===== src/verilog/tart_consts.svh =====
`ifndef TART_CONSTS_SVH
`define TART_CONSTS_SVH

// ----------------------------------------------------------------------
// Antenna capture
// ----------------------------------------------------------------------
`define AX_NUM        4     // Single-bit antenna inputs
`define AX_TAPS       8     // Delay-line length, 3-bit select

// Sample buffer
`define BUF_DEPTH     16    // Bytes
`define BUF_LVL_BITS  5     // Holds 0..BUF_DEPTH

// Register map, adr[3] picks the buffer
`define REG_CTRL      4'h0
`define REG_DELAY     4'h1
`define REG_STATUS    4'h2
`define REG_LEVEL     4'h3
`define REG_DATA      4'h8

`endif


===== src/verilog/tart_pkg.sv =====
`default_nettype none

`include "tart_consts.svh"

package tart_pkg;

   // Acquisition FSM, also shown on the status output
   typedef enum logic [1:0] {
      AQ_IDLE = 2'd0,               // Disabled
      AQ_RUN  = 2'd1,               // Enabled, buffer has room
      AQ_FULL = 2'd2                // Enabled, buffer full
   } aq_state_e;

   // Decoded bus cycle as seen by a slave
   typedef enum logic [1:0] {
      BUS_IDLE  = 2'd0,
      BUS_READ  = 2'd1,
      BUS_WRITE = 2'd2
   } bus_op_e;

   // ----------------------------------------------------------------------
   // Bus, master to slave and back
   // ----------------------------------------------------------------------
   typedef struct packed {
      logic       cyc;
      logic       stb;
      logic       we;
      logic [3:0] adr;
      logic [7:0] dat;
   } bus_req_t;

   typedef struct packed {
      logic       ack;
      logic [7:0] dat;              // Valid in the ack cycle only
   } bus_rsp_t;

   // ----------------------------------------------------------------------
   // Stage pipeline, valid-only
   // ----------------------------------------------------------------------
   typedef struct packed {
      logic                valid;
      logic [`AX_NUM-1:0]  sample;   // One bit per antenna
   } sample_t;

   typedef struct packed {
      logic                  valid;
      logic [2*`AX_NUM-1:0]  data;   // Second sample in the high nibble
   } byte_t;

   typedef struct packed {
      logic                        enable;
      logic                        debug;   // Counter replaces antennas
      logic [$clog2(`AX_TAPS)-1:0] delay;
   } aq_cfg_t;

endpackage

`default_nettype wire


===== src/verilog/ax_capture.sv =====
`timescale 1ns/100ps
`default_nettype none

`include "tart_consts.svh"

module ax_capture (
   input  wire logic                 b_clk,
   input  wire logic                 rst_n_i,
   input  wire tart_pkg::aq_cfg_t    cfg_i,
   input  wire logic [`AX_NUM-1:0]   antenna_i,
   output tart_pkg::sample_t         smp_o
);

   logic [`AX_NUM-1:0] taps_q [`AX_TAPS];   // taps_q[0] is the newest word
   logic [`AX_NUM-1:0] cnt_q;               // Debug ramp
   logic [`AX_NUM-1:0] smp_q;
   logic               vld_q;

   // ----------------------------------------------------------------------
   // Delay line and tap select
   // ----------------------------------------------------------------------
   always_ff @(posedge b_clk) begin
      taps_q[0] <= antenna_i;
      for (int i = 1; i < `AX_TAPS; i++) begin
         taps_q[i] <= taps_q[i-1];
      end
      // Tap d holds the word registered d+1 edges back
      smp_q <= cfg_i.debug ? cnt_q : taps_q[cfg_i.delay];
   end

   // Valid and debug counter both track enable
   always_ff @(posedge b_clk) begin
      if (!rst_n_i) begin
         vld_q <= 1'b0;
         cnt_q <= '0;
      end else begin
         vld_q <= cfg_i.enable;           // One sample per cycle while on
         if (!cfg_i.enable)
            cnt_q <= '0;                  // Restart ramp at 0
         else
            cnt_q <= cnt_q + 1'b1;        // Wraps modulo 16
      end
   end

   assign smp_o.valid  = vld_q;
   assign smp_o.sample = smp_q;

endmodule

`default_nettype wire


===== src/verilog/ax_packer.sv =====
`timescale 1ns/100ps
`default_nettype none

`include "tart_consts.svh"

module ax_packer (
   input  wire logic                b_clk,
   input  wire logic                rst_n_i,
   input  wire logic                en_i,     // Enable bit only
   input  wire tart_pkg::sample_t   smp_i,
   output tart_pkg::byte_t          byte_o
);

   logic                   phase_q;  // Set when a low nibble is held
   logic [`AX_NUM-1:0]     lo_q;
   logic [2*`AX_NUM-1:0]   dat_q;
   logic                   vld_q;

   // ----------------------------------------------------------------------
   // Pairing phase
   // ----------------------------------------------------------------------
   always_ff @(posedge b_clk) begin
      if (!rst_n_i) begin
         phase_q <= 1'b0;
         vld_q   <= 1'b0;
      end else begin
         vld_q <= smp_i.valid && phase_q;   // Pair completes this cycle
         if (!en_i)
            phase_q <= 1'b0;                // Next sample is a low nibble
         else if (smp_i.valid)
            phase_q <= !phase_q;
      end
   end

   // Nibble hold and byte assembly
   always_ff @(posedge b_clk) begin
      if (smp_i.valid && !phase_q)
         lo_q <= smp_i.sample;              // First of the pair
      if (smp_i.valid && phase_q)
         dat_q <= {smp_i.sample, lo_q};     // Second goes high
   end

   assign byte_o.valid = vld_q;
   assign byte_o.data  = dat_q;

endmodule

`default_nettype wire


===== src/verilog/aq_buffer.sv =====
`timescale 1ns/100ps
`default_nettype none

`include "tart_consts.svh"

module aq_buffer (
   input  wire logic                      b_clk,
   input  wire logic                      rst_n_i,
   input  wire tart_pkg::byte_t           byte_i,
   input  wire tart_pkg::bus_req_t        bus_i,
   output tart_pkg::bus_rsp_t             bus_o,
   output logic [`BUF_LVL_BITS-1:0]       level_o,
   output logic                           full_o,
   output logic                           ovf_o
);
   import tart_pkg::*;

   localparam int PTR_BITS = $clog2(`BUF_DEPTH);
   localparam logic [`BUF_LVL_BITS-1:0] LVL_FULL = `BUF_LVL_BITS'(`BUF_DEPTH);

   logic [7:0]               mem [`BUF_DEPTH];
   logic [PTR_BITS-1:0]      wptr_q, rptr_q;
   logic [`BUF_LVL_BITS-1:0] level_q;
   logic                     ovf_q, ack_q;
   logic [7:0]               dat_q;
   bus_op_e                  op;
   logic                     push, pop, flush;

   // New cycle only, the ack cycle itself is ignored
   always_comb begin
      if (!bus_i.cyc || !bus_i.stb || ack_q) op = BUS_IDLE;
      else if (bus_i.we)                    op = BUS_WRITE;
      else                                  op = BUS_READ;
   end

   assign full_o = level_q == LVL_FULL;
   assign flush  = op == BUS_WRITE;                 // Any write empties the FIFO
   assign pop    = op == BUS_READ && bus_i.adr == `REG_DATA && level_q != '0;
   assign push   = byte_i.valid && !full_o && !flush;

   // ----------------------------------------------------------------------
   // Storage and read data
   // ----------------------------------------------------------------------
   always_ff @(posedge b_clk) begin
      if (push)
         mem[wptr_q] <= byte_i.data;
      if (op == BUS_READ)
         dat_q <= pop ? mem[rptr_q] : 8'h00;        // Empty reads give 0
   end

   // Pointers, level and overflow
   always_ff @(posedge b_clk) begin
      if (!rst_n_i) begin
         ack_q   <= 1'b0;
         wptr_q  <= '0;
         rptr_q  <= '0;
         level_q <= '0;
         ovf_q   <= 1'b0;
      end else begin
         ack_q <= op != BUS_IDLE;
         if (flush) begin
            wptr_q  <= '0;
            rptr_q  <= '0;
            level_q <= '0;
            ovf_q   <= 1'b0;
         end else begin
            if (push) wptr_q <= wptr_q + 1'b1;     // Wraps at depth
            if (pop)  rptr_q <= rptr_q + 1'b1;
            case ({push, pop})
               2'b10:   level_q <= level_q + 1'b1;
               2'b01:   level_q <= level_q - 1'b1;
               default: level_q <= level_q;
            endcase
            if (byte_i.valid && full_o)
               ovf_q <= 1'b1;                       // Sticky until flush
         end
      end
   end

   assign level_o   = level_q;
   assign ovf_o     = ovf_q;
   assign bus_o.ack = ack_q;
   assign bus_o.dat = dat_q;

endmodule

`default_nettype wire


===== src/verilog/aq_control.sv =====
`timescale 1ns/100ps
`default_nettype none

`include "tart_consts.svh"

module aq_control (
   input  wire logic                      b_clk,
   input  wire logic                      rst_n_i,
   input  wire tart_pkg::bus_req_t        bus_i,
   output tart_pkg::bus_rsp_t             bus_o,
   input  wire logic [`BUF_LVL_BITS-1:0]  level_i,
   input  wire logic                      full_i,
   input  wire logic                      ovf_i,
   output tart_pkg::aq_cfg_t              cfg_o,
   output tart_pkg::aq_state_e            state_o
);
   import tart_pkg::*;

   aq_cfg_t   cfg_q;
   aq_state_e state_q, state_nx;
   bus_op_e   op;
   logic      ack_q;
   logic [7:0] dat_q, rd_val;

   always_comb begin
      if (!bus_i.cyc || !bus_i.stb || ack_q) op = BUS_IDLE;
      else if (bus_i.we)                    op = BUS_WRITE;
      else                                  op = BUS_READ;
   end

   // ----------------------------------------------------------------------
   // Register read mux
   // ----------------------------------------------------------------------
   always_comb begin
      rd_val = 8'h00;
      case (bus_i.adr)
         `REG_CTRL:   rd_val = {6'b0, cfg_q.debug, cfg_q.enable};
         `REG_DELAY:  rd_val = 8'(cfg_q.delay);
         `REG_STATUS: rd_val = {5'b0, ovf_i, state_q};
         `REG_LEVEL:  rd_val = 8'(level_i);
         default:     rd_val = 8'h00;     // Unmapped
      endcase
   end

   // Acquisition FSM, one cycle behind enable and full
   always_comb begin
      state_nx = state_q;
      case (state_q)
         AQ_IDLE: if (cfg_q.enable) state_nx = full_i ? AQ_FULL : AQ_RUN;
         AQ_RUN:  if (!cfg_q.enable) state_nx = AQ_IDLE;
                  else if (full_i)  state_nx = AQ_FULL;
         AQ_FULL: if (!cfg_q.enable) state_nx = AQ_IDLE;
                  else if (!full_i) state_nx = AQ_RUN;
         default: state_nx = AQ_IDLE;
      endcase
   end

   always_ff @(posedge b_clk) begin
      if (!rst_n_i) begin
         ack_q   <= 1'b0;
         cfg_q   <= '0;
         state_q <= AQ_IDLE;
      end else begin
         ack_q   <= op != BUS_IDLE;        // One cycle after stb
         state_q <= state_nx;
         if (op == BUS_WRITE) begin
            case (bus_i.adr)
               `REG_CTRL: begin
                  cfg_q.enable <= bus_i.dat[0];
                  cfg_q.debug  <= bus_i.dat[1];
               end
               `REG_DELAY: cfg_q.delay <= bus_i.dat[2:0];
               default: ;                  // Status and level are read-only
            endcase
         end
      end
   end

   always_ff @(posedge b_clk) begin
      if (op == BUS_READ)
         dat_q <= rd_val;
   end

   assign bus_o.ack = ack_q;
   assign bus_o.dat = dat_q;
   assign cfg_o     = cfg_q;
   assign state_o   = state_q;

endmodule

`default_nettype wire


===== src/verilog/bus_select.sv =====
`timescale 1ns/100ps
`default_nettype none

module bus_select (
   input  wire logic                b_clk,
   input  wire logic                rst_n_i,
   input  wire tart_pkg::bus_req_t  bus_i,
   output tart_pkg::bus_req_t       ctl_o,
   output tart_pkg::bus_req_t       buf_o,
   input  wire tart_pkg::bus_rsp_t  ctl_i,
   input  wire tart_pkg::bus_rsp_t  buf_i,
   output tart_pkg::bus_rsp_t       bus_o
);

   logic ctl_hit, buf_hit;       // Address decode on adr[3]
   logic ctl_sel_q, buf_sel_q;   // Held until the slave acks

   assign ctl_hit = bus_i.cyc && bus_i.stb && !bus_i.adr[3];
   assign buf_hit = bus_i.cyc && bus_i.stb &&  bus_i.adr[3];

   // ----------------------------------------------------------------------
   // Held selection, costs one cycle before the slave sees stb
   // ----------------------------------------------------------------------
   always_ff @(posedge b_clk) begin
      if (!rst_n_i || !bus_i.cyc) begin
         ctl_sel_q <= 1'b0;
         buf_sel_q <= 1'b0;
      end else begin
         ctl_sel_q <= ctl_sel_q ? !ctl_i.ack : ctl_hit && !buf_sel_q;
         buf_sel_q <= buf_sel_q ? !buf_i.ack : buf_hit && !ctl_sel_q;
      end
   end

   // Request fan-out with gated strobes
   always_comb begin
      ctl_o     = bus_i;
      ctl_o.stb = bus_i.stb && ctl_sel_q;
      buf_o     = bus_i;
      buf_o.stb = bus_i.stb && buf_sel_q;
   end

   // Response merge
   assign bus_o.ack = ctl_i.ack || buf_i.ack;
   assign bus_o.dat = ctl_sel_q ? ctl_i.dat : buf_i.dat;

endmodule

`default_nettype wire


===== src/verilog/tart_aq_top.sv =====
`timescale 1ns/100ps
`default_nettype none

`include "tart_consts.svh"

module tart_aq_top (
   input  wire logic                b_clk,
   input  wire logic                rst_n_i,
   input  wire tart_pkg::bus_req_t  bus_i,
   output tart_pkg::bus_rsp_t       bus_o,
   input  wire logic [`AX_NUM-1:0]  antenna_i,
   output tart_pkg::aq_state_e      state_o    // LED-style status
);
   import tart_pkg::*;

   bus_req_t                 ctl_req, buf_req;
   bus_rsp_t                 ctl_rsp, buf_rsp;
   aq_cfg_t                  cfg;
   sample_t                  smp;
   byte_t                    byt;
   logic [`BUF_LVL_BITS-1:0] level;
   logic                     full, ovf;

   // ----------------------------------------------------------------------
   // Host side
   // ----------------------------------------------------------------------
   bus_select SEL0 (
      .b_clk(b_clk), .rst_n_i(rst_n_i),
      .bus_i(bus_i), .bus_o(bus_o),
      .ctl_o(ctl_req), .ctl_i(ctl_rsp),
      .buf_o(buf_req), .buf_i(buf_rsp)
   );

   aq_control CTL0 (
      .b_clk(b_clk), .rst_n_i(rst_n_i),
      .bus_i(ctl_req), .bus_o(ctl_rsp),
      .level_i(level), .full_i(full), .ovf_i(ovf),
      .cfg_o(cfg), .state_o(state_o)
   );

   // ----------------------------------------------------------------------
   // Capture, pack, buffer
   // ----------------------------------------------------------------------
   ax_capture CAP0 (
      .b_clk(b_clk), .rst_n_i(rst_n_i),
      .cfg_i(cfg), .antenna_i(antenna_i), .smp_o(smp)
   );

   ax_packer PCK0 (
      .b_clk(b_clk), .rst_n_i(rst_n_i),
      .en_i(cfg.enable), .smp_i(smp), .byte_o(byt)
   );

   aq_buffer BUF0 (
      .b_clk(b_clk), .rst_n_i(rst_n_i),
      .byte_i(byt), .bus_i(buf_req), .bus_o(buf_rsp),
      .level_o(level), .full_o(full), .ovf_o(ovf)
   );

endmodule

`default_nettype wire


===== config.mk =====
export PLATFORM = sky130hd
export DESIGN_NAME = tart_aq_top
export DESIGN_NICKNAME = d
export VERILOG_FILES = /design/src/verilog/tart_pkg.sv /design/src/verilog/ax_capture.sv /design/src/verilog/ax_packer.sv /design/src/verilog/aq_buffer.sv /design/src/verilog/aq_control.sv /design/src/verilog/bus_select.sv /design/src/verilog/tart_aq_top.sv
export VERILOG_INCLUDE_DIRS = /design/src /design/src/verilog
export SDC_FILE = /design/constraint.sdc
export NUM_CORES = 1
export LEC_CHECK = 0
export BUFFER_PORTS_ARGS = -buffer_cell sky130_fd_sc_hd__buf_2
export CORE_MARGIN = 4
export CORE_UTILIZATION = 39
export CTS_CLUSTER_SIZE = 24
export DETAILED_ROUTE_END_ITERATION = 8
export GPL_TIMING_DRIVEN = 0
export PLACE_DENSITY = 0.6
export SYNTH_ARGS = -nofsm -noshare
export SYNTH_HDL_FRONTEND = slang
export SYNTH_SLANG_ARGS = --single-unit

===== constraint.sdc =====
create_clock -name b_clk -period 3.1 [get_ports b_clk]
set_input_delay 0.775 -clock b_clk [delete_from_list [all_inputs] [get_ports b_clk]]
set_output_delay 0.775 -clock b_clk [all_outputs]
set_load 0.005 [all_outputs]

==> key figures, run 1 <==
STA
  • Hold Vio Cnt, Final: 0
  • Min Tclk post-route: 2.95 ns
  • Worst Skew: between 0.02 and 0.025 ns
  • Max-slew violation count: 0
  • Worst setup margin: between 0.1 and 0.15 ns
  • Worst rel slew slack: 33.5%
  • Period Utilization, post-route: a little over nine tenths
  • Final setup vio count: 0
  • Worst-Margin Slew: around 0.99 ns
  • Setup tns final: 0 ns
  • Fmax: ~340 MHz
  • RSZ-0062 raised after global routing: false
  • Worst hold slack: roughly 0.35 ns

Power
  • Cell Pwr Density: roughly 610 nW/um^2
  • Clock power share: between 40% and 50%
  • Sequential power share: 54.1%
  • Combinational fraction of design power: less than 1%
  • Leakage: ~3.2 nW
  • NetSw: between 1 and 1.5 mW
  • Maximum vdd drop: 503 uV
  • Pint: 4.78 mW
  • Net Sw Frac: 19.0%

Final layout
  • ANT cells: 0
  • Filler cells: ~1800
  • Area growth from synthesis to layout: 15.1%
  • Commonest cells after routing, fill and taps aside: 153 x edfxtp_1, 71 x dfxtp_1, 42 x mux4_2
  • Commonest non-fill, non-tap cell in the layout: edfxtp_1
  • # nets final: 580
  • Ratio of cells with drive above 1 in the final layout: 21.2%
  • Final Util: 45.9%
  • Final Cell Area: ~9700 sq um

Synthesis
  • Async SR Flop Fraction: 0%
  • Sequential share of the synthesized area: a little under three quarters
  • Mux cell area share after synthesis: between 10 and 15%
  • Count of cell types in the netlist: 41
  • Synth warnings: 0
  • Synthesized flop and latch total: between 200 and 250
  • Main combinational cell family by area after synthesis: multiplexers
  • Mapped Area: approximately 8400 sq um
  • XOR/XNOR share of the synthesized area: less than 1%
  • Area contributors post-synth: edfxtp_1 55%, dfxtp_1 17%, mux4_2 11%, ha_1 1.5%, mux2i_1 1.4%
  • Simple-gate share of the synthesized area: under 10%
  • Net Count, Synth: between 500 and 600
  • Syn Inst Count: approximately 500
  • Syn Area/Cell: about 17 sq um
  • Compound-cell area share of the yosys netlist: between 3 and 4%
  • Area leader, netlist: edfxtp_1
  • Post-synth EDFFs: 153
  • Ys flop type: edfxtp_1
  • Post-synth top area share: between 50% and 60%
  • Synth Area in Adders: approximately 1.7%

Placement
  • Placed Area: 8900 sq um
  • DP HPWL: 10900 um
  • Place WS: -0.533 ns
  • I/O Buffers: 25
  • GPL Wtd Cong: a little under 0.8

Die
  • Initial core utilization: about two fifths
  • Row cnt: 53
  • Die Width: 155 um
  • Top Ports: 32
  • Core Region: 21100 sq um
  • Die ar.: around 24000 sq um
  • Die Y: 155 um

Global route
  • Initial antenna violation count: 0
  • Total GRT Usage: a little over an eighth
  • Total grt overflow: 0
  • Largest net degree at the start of global routing: 17
  • Global-route wire length before repair: 25300 um
  • Number of global-route vias before repair: 4427

Critical path
  • Crit end category: flop
  • WP data required: between 3 and 4 ns
  • Critical Path Source: bus_i[9]
  • Crit Path Class: in -> reg
  • Critical path arrival: 3.39 ns
  • CP Launch Type: input port
  • Crit Reg-Reg Startpoint: BUF0.level_o[0]
  • CP max FO: 10

CTS
  • Clk sinks: ~220
  • CTS H-tree lvls: 1
  • Clock transition at path regs: ~0.060 ns
  • Deepest clock path buffer count: 3
  • Post-CTS Setup Inserts: 0
  • Worst-Skew Late Latency: about 0.52 ns
  • TritonCTS clock tree: built
  • Num CTS Buffers: 23
  • Root buf cell: clkbuf_16

Routing
  • Iteration-0 DRC Markers: 260
  • Detailed Routing Iterations Pass 1: 4
  • Drt total wl: approximately 16000 um
  • Antenna Nets Post-Route: 0
  • # DRC: 0
  • Vias per inst: around 5.2
  • Routed WL per cell: between 15 and 20 um
  • Via count: approximately 4300

Hold path
  • HP Start: CAP0.taps_q[6][0]
  • Worst min path class: reg -> reg

Outcome
  • Outcome: completed

Flow run
  • Max Cap Viol: 0
==> cells by family after synthesis <==
group,after synthesis
fa+ha+maj,11
buf+inv,34
xor+xnor,7
simple gates,115
compound gates,47
mux,60
flops,224
==> power groups by stage <==
| stage | registers (mW) | logic, mW | clock network [mW] |
|---|---|---|---|
| finish | 3.19 | 0.0499 | 2.66 |
| global placement | 3.26 | 0.0491 | 0 |
| global route | 3.19 | 0.0551 | 2.87 |
| CTS | 3.19 | 0.0504 | 2.71 |
| detailed placement | 3.26 | 0.0504 | 0 |
| floorplan | 3.25 | 0.0268 | 0 |
==> sequential cells by signal, indices dropped and copies added, names as in the netlist, 5 cells and up, named ones only <==
signal and cells:
PCK0.dat_q 8, BUF0.level_o 5, CTL0.dat_q 5, BUF0.mem 128, CTL0.cfg_o 5, BUF0.dat_q 8, CAP0.taps_q 32
==> what timing repair did <==
action                                  in CTS  in global routing
endpoints found under the setup margin       3                 18
gates cloned                                 0                  0
hold buffers                                 0                  0
resized for setup                            1                  3
==> critical path: stages <==
cell,delay (ns)
buf_2,0.15
or4b_1,0.52
a2111o_1,0.44
buf_4,0.22
inv_1,0.14
ha_4,0.22
fa_1,0.23
nand3_1,0.11
a211o_1,0.28
a21o_1,0.16
a21oi_1,0.12
==> through the flow <==
stage | cells | power [mW]
after CTS | 837 | 5.96
final | 837 | 5.90
after detailed placement | 798 | 3.31
after global routing | 837 | 6.12
after floorplan | 498 | 3.28
after global placement | 798 | 3.30
==> worst paths after layout <==
kind | end | slack, ns | cells past startpoint
hold reg to reg | CAP0.taps_q[7][0] | 0.35 | 0
setup reg to reg | BUF0.level_o[4] | 0.22 | 10
hold / removal | CAP0.taps_q[7][0] | 0.35 | 0
setup / recovery | BUF0.level_o[4] | 0.15 | 11
==> cell usage after synthesis, drive strengths merged (3+ instances only) <==
library cell	n
nor2	32
and2	6
xnor2	4
xor2	3
mux4	42
nand4b	4
dfxtp	71
a21oi	15
inv	12
edfxtp	153
a31oi	9
nand2b	11
clkbuf	14
mux2	6
a22oi	8
nor2b	11
a21o	3
nor3	6
mux2i	12
nand2	17
buf	8
ha	10
o21ai	7
nand3	14
==> per-layer routing <==
layer / global-route usage [%] / part of all wire, %
met4: 4.42 / 2.8
met5: 0 / 0
met1: 18.6 / 43
met2: 22.2 / 49
met3: 2.49 / 4.6
==> layout make-up <==
| cell class | instances | area [sq um] | share of cell area, % |
|---|---|---|---|
| buffer | 22 | 97.6 | 1.01 |
| clock buffer | 31 | 658 | 6.81 |
| clock inverter | 8 | 77.6 | 0.802 |
| inverter | 12 | 45.0 | 0.466 |
| multi-input combinational | 240 | 2310 | 23.8 |
| sequential | 224 | 6020 | 62.2 |
| tap | 275 | 344 | 3.56 |
| timing repair buffer | 25 | 125 | 1.29 |
Note: power is estimated with default switching activity, not from simulation.
==> run 2, diff against run 1 <==
--- a/config.mk
+++ b/config.mk
@@ -12,7 +12,8 @@
 export CTS_CLUSTER_SIZE = 24
 export DETAILED_ROUTE_END_ITERATION = 8
 export GPL_TIMING_DRIVEN = 0
-export PLACE_DENSITY = 0.6
+export PLACE_DENSITY = 0.59
 export SYNTH_ARGS = -nofsm -noshare
 export SYNTH_HDL_FRONTEND = slang
+export SYNTH_HIERARCHICAL = 1
 export SYNTH_SLANG_ARGS = --single-unit
==> run 2 against run 1 <==
  * Cell count up 3.0%
  * Global-route usage increased by 0.17 points
  * Critical path depth decreased by 2
==> key figures, run 2 <==
Outcome
  • Outcome: completed

STA
  • Max-slew violation count: 0 (unchanged)
  • Worst-Margin Slew: 1.30 ns (+0.311 ns)
  • Worst hold slack: 0.350 ns (+0.00399 ns)
  • Fmax: 366 MHz (+8.0%)
  • Period Utilization, post-route: 88.2% (-7.0 points)
  • RSZ-0062 raised after global routing: false
  • Hold Vio Cnt, Final: 0 (unchanged)
  • Min Tclk post-route: 2.74 ns (-0.218 ns)
  • Final setup vio count: 0 (unchanged)
  • Worst Skew: 0.0142 ns (-0.00768 ns)
  • Setup tns final: 0 ns (unchanged)
  • Worst rel slew slack: 12.8% (-21 points)

Final layout
  • Area growth from synthesis to layout: 13.6%
  • Ratio of cells with drive above 1 in the final layout: 26.6% (+5.5 points)
  • Commonest non-fill, non-tap cell in the layout: edfxtp_1
  • Final Util: 45.2% (-0.65 points)
  • Final Cell Area: 9900 sq um (+2.3%)
  • Final Non-Filler Cells: 862 (+3.0%)
  • # nets final: 600 (+3.4%)
  • Largest register FFs: 128 (unchanged)
  • Commonest cells after routing, fill and taps aside: 153 x edfxtp_1, 68 x dfxtp_1, 36 x mux4_2
  • Biggest register: BUF0/mem
  • ANT cells: 0 (unchanged)
  • Largest regs: BUF0/mem x128, CAP0/taps_q x32

Global route
  • Total grt overflow: 0 (unchanged)
  • Largest net degree at the start of global routing: 17 (unchanged)
  • Global-route wire length before repair: 26300 um (+4.1%)
  • Total GRT Usage: 13.8% (+0.17 points)
  • Initial antenna violation count: 0 (unchanged)
  • Number of global-route vias before repair: 4575 (+3.3%)

CTS
  • Post-cts sizing count: 0 (-1)
  • Worst-Skew Late Latency: 0.49 ns (-0.03 ns)
  • Root buf cell: clkbuf_16
  • Hold buffers post-CTS: 0 (unchanged)
  • TritonCTS clock tree: built
  • Post-CTS Setup Inserts: 0 (unchanged)
  • Num CTS Buffers: 23 (unchanged)
  • Deepest clock path buffer count: 3 (unchanged)
  • CTS H-tree lvls: 1 (unchanged)
  • Clock transition at path regs: 0.06 ns (about the same)
  • Clk sinks: 221 (-1.3%)

Critical path
  • Crit Reg-Reg Startpoint: BUF0/level_o[0]
  • Flop2flop setup slack: 0.36 ns (+0.14 ns)
  • Max stage delay on crit path: 0.62 ns (+0.10 ns)
  • CP max FO: 6 (-4)
  • R2R depth: 9 (-1)
  • Crit Path Class: reg -> reg
  • CP Launch Type: flop
  • CP most frequent cell: ha_1
  • WP data required: 3.48 ns (-0.05 ns)
  • CP max-delay cell: or4_4
  • Crit end category: flop
  • Cell family with most CP delay: compound AO/OA/AOI/OAI gates
  • Buf/Inv on CP: 1 (-2)
  • Critical path arrival: 3.12 ns (-0.27 ns)
  • CP cell instances: or4_4, o211a_4, clkinv_2, ha_1, ha_1, a21o_2, a21oi_1, mux2i_1, a41o_1
  • R2R Path End: BUF0/level_o[3]

Placement
  • I/O Buffers: 19 (-24%)
  • Placed Area: 9170 sq um (+3.0%)
  • GPL Wtd Cong: 0.804 (+1.5%)
  • Cells after DPL: 823 (+3.1%)
  • DP HPWL: 11500 um (+5.1%)

Power
  • Maximum vdd drop: 354 uV (-30%)
  • Leakage: 3.45 nW (+8.5%)
  • Clock power share: 44.9% (about the same)
  • Cell Pwr Density: 592 nW/um^2 (-3.0%)
  • Combinational fraction of design power: 1.2% (+0.4 points)
  • Pint: 4.77 mW (-0.22%)
  • Net Sw Frac: 18.5% (-0.42 points)
  • Sequential power share: 53.9% (-0.2 points)
  • NetSw: 1.09 mW (-2.9%)

Die
  • Row cnt: 54 (+1.9%)
  • Initial core utilization: 39.8% (about the same)
  • Core Region: 21900 sq um (+3.8%)
  • Die ar.: 24800 sq um (+3.5%)
  • Top Ports: 32 (unchanged)
  • Die Width: 157 um (+1.8%)
  • Die Y: 157 um (+1.8%)

Routing
  • Drt total wl: 16900 um (+6.5%)
  • Via count: 4444 (+3.0%)
  • # DRC: 0 (unchanged)
  • Vias per inst: 5.16 (about the same)
  • Iteration-0 DRC Markers: 323 (+24%)
  • Routed WL per cell: 19.6 um (+3.4%)
  • Antenna Nets Post-Route: 0 (unchanged)
  • Detailed Routing Iterations Pass 1: 4 (unchanged)

Hold path
  • Hold-critical path depth: 0 (unchanged)
  • Worst min path class: reg -> reg
  • HP Start: CAP0/taps_q[6][2]
  • Endpoint, Worst Hold: CAP0/taps_q[7][2]

Flow run
  • Max Cap Viol: 0 (unchanged)

Synthesis
  • Syn Inst Count: 522 (+4.8%)
  • Synth warnings: 6 (+6)
  • Mapped Area: 8710 sq um (+3.7%)
  • Syn Area/Cell: 16.7 sq um (-1.0%)
## run 2: metal layers
metal | routed length [um] | track usage (%) | vias up
met5 | 0 | 0 | -
met4 | 214 | 3.11 | 0
met3 | 670 | 2.23 | 22
met2 | 8280 | 22.5 | 76
met1 | 7700 | 19.6 | 2270
li1 | - | - | 2076
## run 2: per-stage QoR
step | total power, mW | setup WS, ns
after global routing | 6.06 | 0.205
after floorplan | 3.27 | 0.321
after detailed placement | 3.29 | -0.140
final | 5.86 | 0.365
after global placement | 3.29 | -0.0160
after CTS | 5.92 | 0.360
## run 2: worst max path at each step
stage / from / end / slack (ns) / depth (start not counted)
final: BUF0/level_o[0] / BUF0/level_o[3] / 0.36 / 9
after global routing: BUF0/level_o[0] / BUF0/level_o[4] / 0.20 / 9
after global placement: bus_i[13] / BUF0/mem[1][1] / -0.02 / 6
after detailed placement: bus_i[13] / BUF0/mem[1][5] / -0.14 / 6
after CTS: BUF0/level_o[0] / BUF0/level_o[4] / 0.36 / 9
after floorplan: bus_i[12] / BUF0/level_o[3] / 0.32 / 10
## run 2: layout make-up
class	count	area (sq um)
inverters	7	27.5
plain buffers	43	339
flip-flops and latches	221	5960
multi-input cells	253	2400
repair buffers	19	95.1
fillers	1918	12000
clock buffers	34	679
clock inverters	5	46.3
well taps	280	350
## run 2: power by group through the flow
| stage | clock network [mW] | logic, mW | registers [mW] |
|---|---|---|---|
| after CTS | 2.69 | 0.0734 | 3.16 |
| final | 2.63 | 0.0730 | 3.16 |
| after floorplan | 0 | 0.0512 | 3.21 |
| after global routing | 2.82 | 0.0803 | 3.16 |
| after detailed placement | 0 | 0.0730 | 3.22 |
| after global placement | 0 | 0.0711 | 3.22 |
## run 2: worst reg2reg max path: stages (launching register included)
cell and delay (ns):
dfxtp_1 0.37, or4_4 0.62, o211a_4 0.28, clkinv_2 0.07, ha_1 0.31, ha_1 0.29
a21o_2 0.21, a21oi_1 0.18, mux2i_1 0.10, a41o_1 0.20
